$ cat src/include/align_settings.svh
//////////////////////////////
// Sizes for the alignment buffer; depth 3 and two outstanding
// are the only values the throttle and counter widths support
//////////////////////////////

`ifndef ALIGN_SETTINGS_SVH
`define ALIGN_SETTINGS_SVH

// Instruction address width
`define ALIGN_ADDR_W 32

// Words held in the fetch FIFO
// Minimum for two requests in flight plus one dangling parcel
`define ALIGN_FIFO_DEPTH 3

// Fetch requests allowed in flight
`define ALIGN_MAX_OUTSTANDING 2

`endif

$ cat src/source/align_pkg.sv
//////////////////////////////
// Shared types of the alignment buffer
// Counter widths follow the settings header
//////////////////////////////

`include "align_settings.svh"

package align_pkg;

  //////////////////////////////
  // Instruction word views

  // One 16-bit instruction parcel
  typedef logic [15:0] parcel_t;

  // Word split into its two parcels
  // Low parcel sits at the lower halfword address
  typedef struct packed {
    parcel_t hi;
    parcel_t lo;
  } parcel_pair_t;

  // Fetched word, read either whole or as two parcels
  typedef union packed {
    logic [31:0]  instr;
    parcel_pair_t parcel;
  } fetch_word_u;

  //////////////////////////////
  // Counters and pointers

  // Index into the word FIFO
  typedef logic [$clog2(`ALIGN_FIFO_DEPTH)-1:0] fifo_ptr_t;

  // Complete instructions held, one bit more than the word index
  typedef logic [$clog2(`ALIGN_FIFO_DEPTH):0] instr_cnt_t;

  // Requests in flight, also used for words still to flush
  typedef logic [$clog2(`ALIGN_MAX_OUTSTANDING+1)-1:0] outstanding_cnt_t;

endpackage

$ cat src/source/fifo_read_if.sv
//////////////////////////////
// Read side of the word FIFO
// Head and next entry plus the advance strobe
//////////////////////////////

`timescale 1ns/10ps

interface fifo_read_if;

  // Entry at the read pointer
  logic                   head_valid;
  align_pkg::fetch_word_u head_word;
  logic                   head_err;

  // Entry after the read pointer
  logic                   next_valid;
  align_pkg::fetch_word_u next_word;
  logic                   next_err;

  // Head word fully consumed
  logic                   advance;

  // FIFO presents both entries and takes advance
  modport fifo_side (
    output head_valid, head_word, head_err,
    output next_valid, next_word, next_err,
    input  advance
  );

  // Aligner reads both entries and drives advance
  modport aligner_side (
    input  head_valid, head_word, head_err,
    input  next_valid, next_word, next_err,
    output advance
  );

endinterface

$ cat src/source/fetch_ctrl.sv
//////////////////////////////
// Fetch throttle and flush control; valid only for a 3-word
// FIFO and at most 2 requests in flight
//////////////////////////////

`timescale 1ns/10ps

`include "align_settings.svh"

module fetch_ctrl (
  input  logic                   clk,
  input  logic                   rst_n,
  input  logic                   instr_req_i,
  input  logic                   pc_set_i,
  input  logic                   branch_half_i,
  input  logic                   kill_i,
  input  logic                   fetch_ready_i,
  input  logic                   resp_valid_i,
  input  align_pkg::fetch_word_u resp_rdata_i,
  input  logic                   emit_i,
  output logic                   fetch_valid_o,
  output logic                   busy_o,
  output logic                   resp_keep_o
);

  align_pkg::outstanding_cnt_t outstanding_q, outstanding_d;
  align_pkg::outstanding_cnt_t flush_q, flush_d;
  align_pkg::instr_cnt_t       instr_cnt_q, instr_cnt_d;
  align_pkg::instr_cnt_t       instr_cnt_adj;
  logic                        pop_q;
  logic                        aligned_q, aligned_d;
  logic                        complete_q, complete_d;
  logic [1:0]                  n_incoming;
  logic                        lo_compressed;
  logic                        hi_compressed;
  logic                        req_accept;
  logic                        flush_load;

  // Branch or kill drops whatever is still owed
  assign flush_load = pc_set_i || kill_i;

  // Responses still owed from before a branch are removed here
  assign resp_keep_o = resp_valid_i && (flush_q == '0) && !flush_load;

  //////////////////////////////
  // Request throttle

  // Count corrected by last cycle's take
  assign instr_cnt_adj = instr_cnt_q - align_pkg::instr_cnt_t'(pop_q);

  assign fetch_valid_o = instr_req_i &&
                         (outstanding_q < align_pkg::outstanding_cnt_t'(`ALIGN_MAX_OUTSTANDING)) &&
                         (pc_set_i ||
                          (instr_cnt_adj == '0) ||
                          ((instr_cnt_adj == 'd1) && (outstanding_q == '0)));

  assign req_accept = fetch_valid_o && fetch_ready_i;

  // Busy while anything is owed or asked for
  assign busy_o = (outstanding_q != '0) || fetch_valid_o;

  // Up on accept, down on every response, kept or not
  always_comb begin
    outstanding_d = outstanding_q;
    if (req_accept && !resp_valid_i) begin
      outstanding_d = outstanding_q + 'd1;
    end else if (!req_accept && resp_valid_i) begin
      outstanding_d = outstanding_q - 'd1;
    end
  end

  // One fewer to flush if a response lands in the branch cycle
  always_comb begin
    flush_d = flush_q;
    if (flush_load) begin
      flush_d = outstanding_q - align_pkg::outstanding_cnt_t'(resp_valid_i);
    end else if (resp_valid_i && (flush_q != '0)) begin
      flush_d = flush_q - 'd1;
    end
  end

  //////////////////////////////
  // Complete instruction count

  assign lo_compressed = resp_rdata_i.parcel.lo[1:0] != 2'b11;
  assign hi_compressed = resp_rdata_i.parcel.hi[1:0] != 2'b11;

  // Aligned and complete track the write side of the FIFO
  // Unaligned but complete only after an odd branch
  always_comb begin
    aligned_d  = aligned_q;
    complete_d = complete_q;
    n_incoming = 2'd0;
    if (pc_set_i) begin
      aligned_d  = !branch_half_i;
      complete_d = branch_half_i;
    end else if (resp_keep_o) begin
      if (aligned_q && !lo_compressed) begin
        // Whole 32-bit instruction, state unchanged
        n_incoming = 2'd1;
      end else if (!aligned_q && complete_q && !hi_compressed) begin
        // Odd branch target starts a 32-bit instruction
        aligned_d  = 1'b0;
        complete_d = 1'b0;
      end else if (!aligned_q && complete_q) begin
        n_incoming = 2'd1;
        aligned_d  = 1'b1;
      end else if (!hi_compressed) begin
        // Low half finishes something, high half starts a 32-bit one
        n_incoming = 2'd1;
        aligned_d  = 1'b0;
        complete_d = 1'b0;
      end else begin
        n_incoming = 2'd2;
        aligned_d  = 1'b1;
        complete_d = 1'b1;
      end
    end
  end

  // Take is subtracted one cycle late
  always_comb begin
    if (flush_load) begin
      instr_cnt_d = '0;
    end else begin
      instr_cnt_d = instr_cnt_adj + align_pkg::instr_cnt_t'(n_incoming);
    end
  end

  always_ff @(posedge clk, negedge rst_n) begin
    if (!rst_n) begin
      outstanding_q <= '0;
      flush_q       <= '0;
      instr_cnt_q   <= '0;
      pop_q         <= 1'b0;
      aligned_q     <= 1'b0;
      complete_q    <= 1'b0;
    end else begin
      outstanding_q <= outstanding_d;
      flush_q       <= flush_d;
      instr_cnt_q   <= instr_cnt_d;
      pop_q         <= emit_i && !flush_load;
      aligned_q     <= aligned_d;
      complete_q    <= complete_d;
    end
  end

endmodule

$ cat src/source/word_fifo.sv
//////////////////////////////
// Circular word store; no overflow check, the fetch
// throttle keeps it from filling past its depth
//////////////////////////////

`timescale 1ns/10ps

`include "align_settings.svh"

module word_fifo (
  input  logic                   clk,
  input  logic                   rst_n,
  input  logic                   pc_set_i,
  input  logic                   kill_i,
  input  logic                   resp_keep_i,
  input  align_pkg::fetch_word_u resp_rdata_i,
  input  logic                   resp_err_i,
  fifo_read_if.fifo_side         rd
);

  localparam int unsigned DEPTH = `ALIGN_FIFO_DEPTH;

  align_pkg::fetch_word_u mem_q [DEPTH];
  logic [DEPTH-1:0]       err_q;
  logic [DEPTH-1:0]       valid_q, valid_d;
  align_pkg::fifo_ptr_t   wptr_q;
  align_pkg::fifo_ptr_t   rptr_q;
  align_pkg::fifo_ptr_t   rptr_next;
  logic                   clear;

  // Step a pointer with wrap at the last entry
  function automatic align_pkg::fifo_ptr_t ptr_inc(input align_pkg::fifo_ptr_t ptr);
    if (ptr == align_pkg::fifo_ptr_t'(DEPTH-1)) begin
      return '0;
    end
    return ptr + 'd1;
  endfunction

  // Branch or kill empties the store
  assign clear = pc_set_i || kill_i;

  assign rptr_next = ptr_inc(rptr_q);

  //////////////////////////////
  // Read side

  assign rd.head_valid = valid_q[rptr_q];
  assign rd.head_word  = mem_q[rptr_q];
  assign rd.head_err   = err_q[rptr_q];
  assign rd.next_valid = valid_q[rptr_next];
  assign rd.next_word  = mem_q[rptr_next];
  assign rd.next_err   = err_q[rptr_next];

  // Write sets its bit before advance clears the head
  // A bypassed word written and consumed in one cycle ends up empty
  always_comb begin
    valid_d = valid_q;
    if (resp_keep_i) begin
      valid_d[wptr_q] = 1'b1;
    end
    if (rd.advance) begin
      valid_d[rptr_q] = 1'b0;
    end
  end

  // Payload store
  always_ff @(posedge clk) begin
    if (resp_keep_i) begin
      mem_q[wptr_q] <= resp_rdata_i;
      err_q[wptr_q] <= resp_err_i;
    end
  end

  // Valid bits and pointers
  always_ff @(posedge clk, negedge rst_n) begin
    if (!rst_n) begin
      valid_q <= '0;
      wptr_q  <= '0;
      rptr_q  <= '0;
    end else if (clear) begin
      valid_q <= '0;
      wptr_q  <= '0;
      rptr_q  <= '0;
    end else begin
      valid_q <= valid_d;
      if (resp_keep_i) begin
        wptr_q <= ptr_inc(wptr_q);
      end
      if (rd.advance) begin
        rptr_q <= rptr_next;
      end
    end
  end

endmodule

$ cat src/source/instr_aligner.sv
//////////////////////////////
// Builds 16/32-bit instructions from FIFO words; the branch
// address must be halfword aligned
//////////////////////////////

`timescale 1ns/10ps

`include "align_settings.svh"

module instr_aligner (
  input  logic                     clk,
  input  logic                     rst_n,
  input  logic                     pc_set_i,
  input  logic                     kill_i,
  input  logic [`ALIGN_ADDR_W-1:0] branch_addr_i,
  input  logic                     resp_keep_i,
  input  align_pkg::fetch_word_u   resp_rdata_i,
  input  logic                     resp_err_i,
  input  logic                     instr_ready_i,
  fifo_read_if.aligner_side        rd,
  output logic                     instr_valid_o,
  output align_pkg::fetch_word_u   instr_o,
  output logic [`ALIGN_ADDR_W-1:0] instr_addr_o,
  output logic                     instr_err_o,
  output logic                     emit_o
);

  logic [`ALIGN_ADDR_W-1:0] addr_q;
  align_pkg::fetch_word_u   cur_word;
  align_pkg::fetch_word_u   upper_word;
  align_pkg::parcel_t       first_parcel;
  logic                     cur_err;
  logic                     upper_err;
  logic                     cur_valid;
  logic                     upper_valid;
  logic                     odd_half;
  logic                     is_compressed;
  logic                     build_valid;

  assign odd_half = addr_q[1];

  //////////////////////////////
  // Source selection

  // Head word, or the response passing straight through
  assign cur_word  = rd.head_valid ? rd.head_word : resp_rdata_i;
  assign cur_err   = rd.head_valid ? rd.head_err  : resp_err_i;
  assign cur_valid = rd.head_valid || resp_keep_i;

  // Word after the head, for straddling instructions
  assign upper_word  = rd.next_valid ? rd.next_word : resp_rdata_i;
  assign upper_err   = rd.next_valid ? rd.next_err  : resp_err_i;
  assign upper_valid = rd.next_valid || (rd.head_valid && resp_keep_i);

  // Parcel at the current halfword
  assign first_parcel  = odd_half ? cur_word.parcel.hi : cur_word.parcel.lo;
  assign is_compressed = first_parcel[1:0] != 2'b11;

  //////////////////////////////
  // Instruction build

  always_comb begin
    instr_o     = cur_word;
    instr_err_o = cur_err;
    build_valid = cur_valid;
    if (odd_half) begin
      // High parcel first, next word's low parcel on top
      instr_o.parcel.lo = cur_word.parcel.hi;
      instr_o.parcel.hi = upper_word.parcel.lo;
      if (!is_compressed) begin
        instr_err_o = cur_err || upper_err;
        build_valid = upper_valid;
      end
    end
  end

  // No output in a branch or kill cycle
  assign instr_valid_o = build_valid && !pc_set_i && !kill_i;
  assign emit_o        = instr_valid_o && instr_ready_i;

  // Head used up unless an aligned compressed leaves its high half
  assign rd.advance = emit_o && (odd_half || !is_compressed);

  assign instr_addr_o = addr_q;

  //////////////////////////////
  // Halfword address

  always_ff @(posedge clk, negedge rst_n) begin
    if (!rst_n) begin
      addr_q <= '0;
    end else if (pc_set_i) begin
      addr_q <= {branch_addr_i[`ALIGN_ADDR_W-1:1], 1'b0};
    end else if (emit_o) begin
      // Step by instruction length
      addr_q <= addr_q + (is_compressed ? `ALIGN_ADDR_W'(2) : `ALIGN_ADDR_W'(4));
    end
  end

endmodule

$ cat src/source/align_buffer.sv
//////////////////////////////
// Alignment buffer top; responses must arrive in order
// and never ahead of their accepted request
//////////////////////////////

`timescale 1ns/10ps

`include "align_settings.svh"

module align_buffer (
  input  logic                     clk,
  input  logic                     rst_n,

  // Control
  input  logic                     instr_req_i,
  input  logic                     pc_set_i,
  input  logic [`ALIGN_ADDR_W-1:0] branch_addr_i,
  input  logic                     kill_i,
  output logic                     busy_o,

  // Fetch request
  output logic                     fetch_valid_o,
  input  logic                     fetch_ready_i,

  // Fetch response
  input  logic                     resp_valid_i,
  input  align_pkg::fetch_word_u   resp_rdata_i,
  input  logic                     resp_err_i,

  // Instruction output
  output logic                     instr_valid_o,
  input  logic                     instr_ready_i,
  output align_pkg::fetch_word_u   instr_o,
  output logic [`ALIGN_ADDR_W-1:0] instr_addr_o,
  output logic                     instr_err_o
);

  // Response after flush filtering
  logic resp_keep;
  // Instruction taken this cycle
  logic emit;

  fifo_read_if rd_if ();

  fetch_ctrl i_fetch_ctrl (
    .clk           (clk),
    .rst_n         (rst_n),
    .instr_req_i   (instr_req_i),
    .pc_set_i      (pc_set_i),
    .branch_half_i (branch_addr_i[1]),
    .kill_i        (kill_i),
    .fetch_ready_i (fetch_ready_i),
    .resp_valid_i  (resp_valid_i),
    .resp_rdata_i  (resp_rdata_i),
    .emit_i        (emit),
    .fetch_valid_o (fetch_valid_o),
    .busy_o        (busy_o),
    .resp_keep_o   (resp_keep)
  );

  word_fifo i_word_fifo (
    .clk          (clk),
    .rst_n        (rst_n),
    .pc_set_i     (pc_set_i),
    .kill_i       (kill_i),
    .resp_keep_i  (resp_keep),
    .resp_rdata_i (resp_rdata_i),
    .resp_err_i   (resp_err_i),
    .rd           (rd_if.fifo_side)
  );

  instr_aligner i_instr_aligner (
    .clk           (clk),
    .rst_n         (rst_n),
    .pc_set_i      (pc_set_i),
    .kill_i        (kill_i),
    .branch_addr_i (branch_addr_i),
    .resp_keep_i   (resp_keep),
    .resp_rdata_i  (resp_rdata_i),
    .resp_err_i    (resp_err_i),
    .instr_ready_i (instr_ready_i),
    .rd            (rd_if.aligner_side),
    .instr_valid_o (instr_valid_o),
    .instr_o       (instr_o),
    .instr_addr_o  (instr_addr_o),
    .instr_err_o   (instr_err_o),
    .emit_o        (emit)
  );

endmodule

$ cat config.mk
export PLATFORM = sky130hd
export DESIGN_NAME = align_buffer
export DESIGN_NICKNAME = d
export VERILOG_FILES = /design/src/source/align_pkg.sv /design/src/source/fifo_read_if.sv /design/src/source/fetch_ctrl.sv /design/src/source/word_fifo.sv /design/src/source/instr_aligner.sv /design/src/source/align_buffer.sv
export VERILOG_INCLUDE_DIRS = /design/src /design/src/include
export SDC_FILE = /design/constraint.sdc
export NUM_CORES = 1
export LEC_CHECK = 0
export ABC_AREA = 0
export ABC_CLOCK_PERIOD_IN_PS = 9280
export BUFFER_PORTS_ARGS = -buffer_cell sky130_fd_sc_hd__buf_4
export CORE_MARGIN = 10
export CORE_UTILIZATION = 40
export DETAILED_ROUTE_END_ITERATION = 8
export MAX_ROUTING_LAYER = met4
export PLACE_DENSITY = 0.58
export SLEW_MARGIN = 20
export SYNTH_ARGS = -nofsm -noshare
export SYNTH_HDL_FRONTEND = slang
export SYNTH_SLANG_ARGS = --single-unit
export TNS_END_PERCENT = 100
$ cat constraint.sdc
create_clock -name clk -period 9.28 [get_ports clk]
set_input_delay 0.464 -clock clk [delete_from_list [all_inputs] [get_ports clk]]
set_output_delay 0.464 -clock clk [all_outputs]
set_load 0.02 [all_outputs]
==> flow_summary.ini <==
[worst_setup_path]
reg2regPathDepth = 14
critical_path_required_ps = 9590
crit_arrival_ps = 5120
crit_start = i_word_fifo.rptr_q[0]
cp-end-kind = flip-flop
critPathLaunchType = flip-flop
crit_path_max_fanout = 55
crit_path_end = i_instr_aligner.instr_addr_o[19]
crit_type = reg -> reg
rrSetupSlack_ps = 4470
r2r-start = i_word_fifo.rptr_q[0]
r2r-end = i_instr_aligner.instr_addr_o[19]

[flow_run]
drv_cap = 0

[power]
pwr-share-seq_pct = 43.4
power_density_nw_per_um2 = 180
internal-power_mw = 1.24
p_leak_nw = 3.90
p_clk_share_pct = 38.2
p_sw_share_pct = 30.7
pwr-share-comb_pct = 18.4
p_sw_mw = 0.550
vdd_ir_drop_max_mv = 0.132

[cts]
path_clk_slew_ps = 70
post_cts_resized = 0
cts_buffer_depth = 2
root_buffer = clkbuf_16
cts_setup_buffers = 0
cts_tree = yes
cts.sink_count = 147
htree_levels = 4
clock_latency_ps = 430
cts_hold_buf = 0
numCtsBuffers = 17

[timing]
hold_viol = 0
period_share_pct = 51.9
worstMarginPinSlew_ps = 963
period_minus_slack_ps = 4810
tns_ps = 0
slew_violations = 0
clock_skew_ps = 11.5
rsz0062_at_grt = false
maxSlewHeadroom_pct = 35.3
clock.fmax_mhz = 208
setup_slack_ps = 4470
hold_slack_ps = 56.0
setup_violations = 0

[placement]
place_hpwl_um = 15100
portBuffers = 138
place_worst_setup_slack_ps = 4520
place_area_sq_um = 9330
place_congestion = 0.824

[floorplan]
num_rows = 51
initial_core_util_pct = 41.2
core_sq_um = 19700
die_width_um = 162
die-area_sq_um = 26300
io_pins = 141
fp.dieH_um = 162

[detailed_routing]
firstDrtPassIters = 5
detail-route-antenna-nets = 0
drc_errors = 0
routed_wl_um = 22400
vias = 6651
via_per_inst = 5.51
drt_iter0_drc = 451
post_drt_wl_per_cell_um = 18.5

[hold_path]
hp-class = in -> async

[yosys]
synth_warnings = 0
syn_area_sq_um = 8090
synth_nets = 899
synth-seq-cells = 147
synth_cell_type_count = 67
synth_edf_count = 99
avgSynthCellArea_sq_um = 9.95
synthCells = 813
async_flop_share_pct = 32.7
synth-main-ff-cell = edfxtp_1
ys_seq_area_share_pct = 51.6

[cells_and_area]
n_antenna_cell = 0
nets = 1016
final_design_area_no_fill_sq_um = 9930
multi_input_area_sq_um = 3640
fill_cells = 1863
drive_gt1_share_pct = 20.8
area_growth_pct = 22.8
sequential_cell_area_sq_um = 4180

[global_route]
grt.overflow.total = 0
grt_max_degree = 85
grt_usage_pct = 17.4
grt_pass1_vias = 6664
grt_pass1_wl_um = 35700
antenna_found_initial = 0

[status]
status = complete, no violations
[stage by stage]
stage               cells  utilization [%]  power (mW)
floorplan             813                -       0.975
global placement     1176             47.5        1.12
detailed placement   1176             47.5        1.12
CTS                  1208             50.5        1.81
global route         1208             50.5        1.87
finish               1208             50.5        1.79
[Yosys cell counts, types with 7 or more instances]
cell type  instances  area, sq um
edfxtp_1          99         2970
nand3_1           23          115
and2_1             7         43.8
inv_1             20         75.1
o21ai_0           52          260
dfrtp_1           48         1200
a21oi_1           95          475
nor2_1           103          387
buf_1             11         41.3
a21o_1             7         52.6
a31oi_1            8         50.1
o311ai_0           7         61.3
clkbuf_1          27          101
nand4_1            7         43.8
nand2_1           83          312
mux2i_1           70          701
nor3_1            17         85.1
ha_1              11          138
[sequential cells by signal, indices dropped and copies added, names as in the netlist]
name	flops
i_fetch_ctrl.aligned_q	1
i_word_fifo.err_q	3
i_fetch_ctrl.outstanding_q	2
i_fetch_ctrl.pop_q	1
i_instr_aligner.instr_addr_o	31
i_word_fifo.valid_q	3
i_fetch_ctrl.complete_q	1
i_word_fifo.wptr_q	2
i_word_fifo.mem_q	96
i_word_fifo.rptr_q	2
i_fetch_ctrl.flush_q	2
i_fetch_ctrl.instr_cnt_q	3
[power groups by stage]
| stage | Sequential, mW | Clock (mW) | Combinational, mW |
|---|---|---|---|
| CTS | 0.777 | 0.697 | 0.334 |
| detailed placement | 0.790 | 0 | 0.332 |
| floorplan | 0.802 | 0 | 0.172 |
| finish | 0.777 | 0.684 | 0.329 |
| global route | 0.783 | 0.727 | 0.364 |
| global placement | 0.790 | 0 | 0.328 |
[worst max-delay path, stage by stage (launching register included)]
cell and delay [ps]:
dfrtp_2 380, buf_4 730, mux2i_1 270, o21ai_0 160
mux2i_1 250, mux2i_1 140, nand2_1 230, ha_1 260
fa_1 270, nand3_1 290, nor3_1 870, nand3_1 180
nor2b_1 170, a2111oi_0 400, a21oi_1 70
[worst min path at each step]
stage,to,slack (ps),cells after the start
2_1_floorplan,i_fetch_ctrl.aligned_q,170,0
3_3_place_gp,i_instr_aligner.instr_addr_o[31],530,1
3_5_place_dp,i_instr_aligner.instr_addr_o[31],530,1
4_1_cts,i_instr_aligner.instr_addr_o[31],90,1
5_1_grt,i_instr_aligner.instr_addr_o[10],100,1
6_report,i_instr_aligner.instr_addr_o[31],60,1
[per-layer routing]
metal	GRT usage, %	part of all wire (%)	routed length [um]	up-vias
met5	-	0	0	-
li1	-	-	-	3241
met4	4.26	0.79	177	0
met2	27.2	48	10700	183
met3	4.45	5.8	1300	15
met1	22.2	46	10200	3212
[placed cells by master, fill, tap and decap left out, types with 5 or more instances in the layout]
| cell | count |
|---|---|
| buf_4 | 147 |
| nor2_1 | 103 |
| edfxtp_1 | 99 |
| a21oi_1 | 95 |
| nand2_1 | 83 |
| mux2i_1 | 70 |
| o21ai_0 | 52 |
| dfrtp_1 | 46 |
| nand3_1 | 23 |
| inv_1 | 20 |
| clkbuf_16 | 17 |
| nor3_1 | 16 |
| ha_1 | 11 |
| a31oi_1 | 8 |
| a21o_1 | 7 |
| and2_1 | 7 |
| nand4_1 | 7 |
| o311ai_0 | 7 |
| a2bb2oi_1 | 6 |
| nor4_1 | 5 |
| a221o_1 | 5 |
| nand2b_1 | 5 |
| a211oi_1 | 5 |
| xnor2_1 | 5 |
| and3_1 | 5 |
| or3_1 | 5 |
| inv_8 | 5 |
| inv_6 | 5 |
[area by class of cell]
cell class / count / share of cell area (%)
clock inverters: 15 / 1.75
repair buffers: 147 / 11.1
inverters: 22 / 0.831
multi-input cells: 595 / 36.6
well taps: 265 / 3.34
flip-flops and latches: 147 / 42.0
clock buffers: 17 / 4.28
[logic make-up after synthesis]
family                   after synthesis  synth area share [%]
flip-flops                           147                  51.6
multiplexers                          72                  8.98
AND/OR/NAND/NOR                      277                  15.4
AO/OA/AOI/OAI                        225                  17.3
buffers and inverters                 71                  3.76
XOR/XNOR                               7                 0.758
adder cells (fa/ha/maj)               13                  2.20
other                                  1                0.0463
No activity file was read; power rests on OpenSTA's default activity.
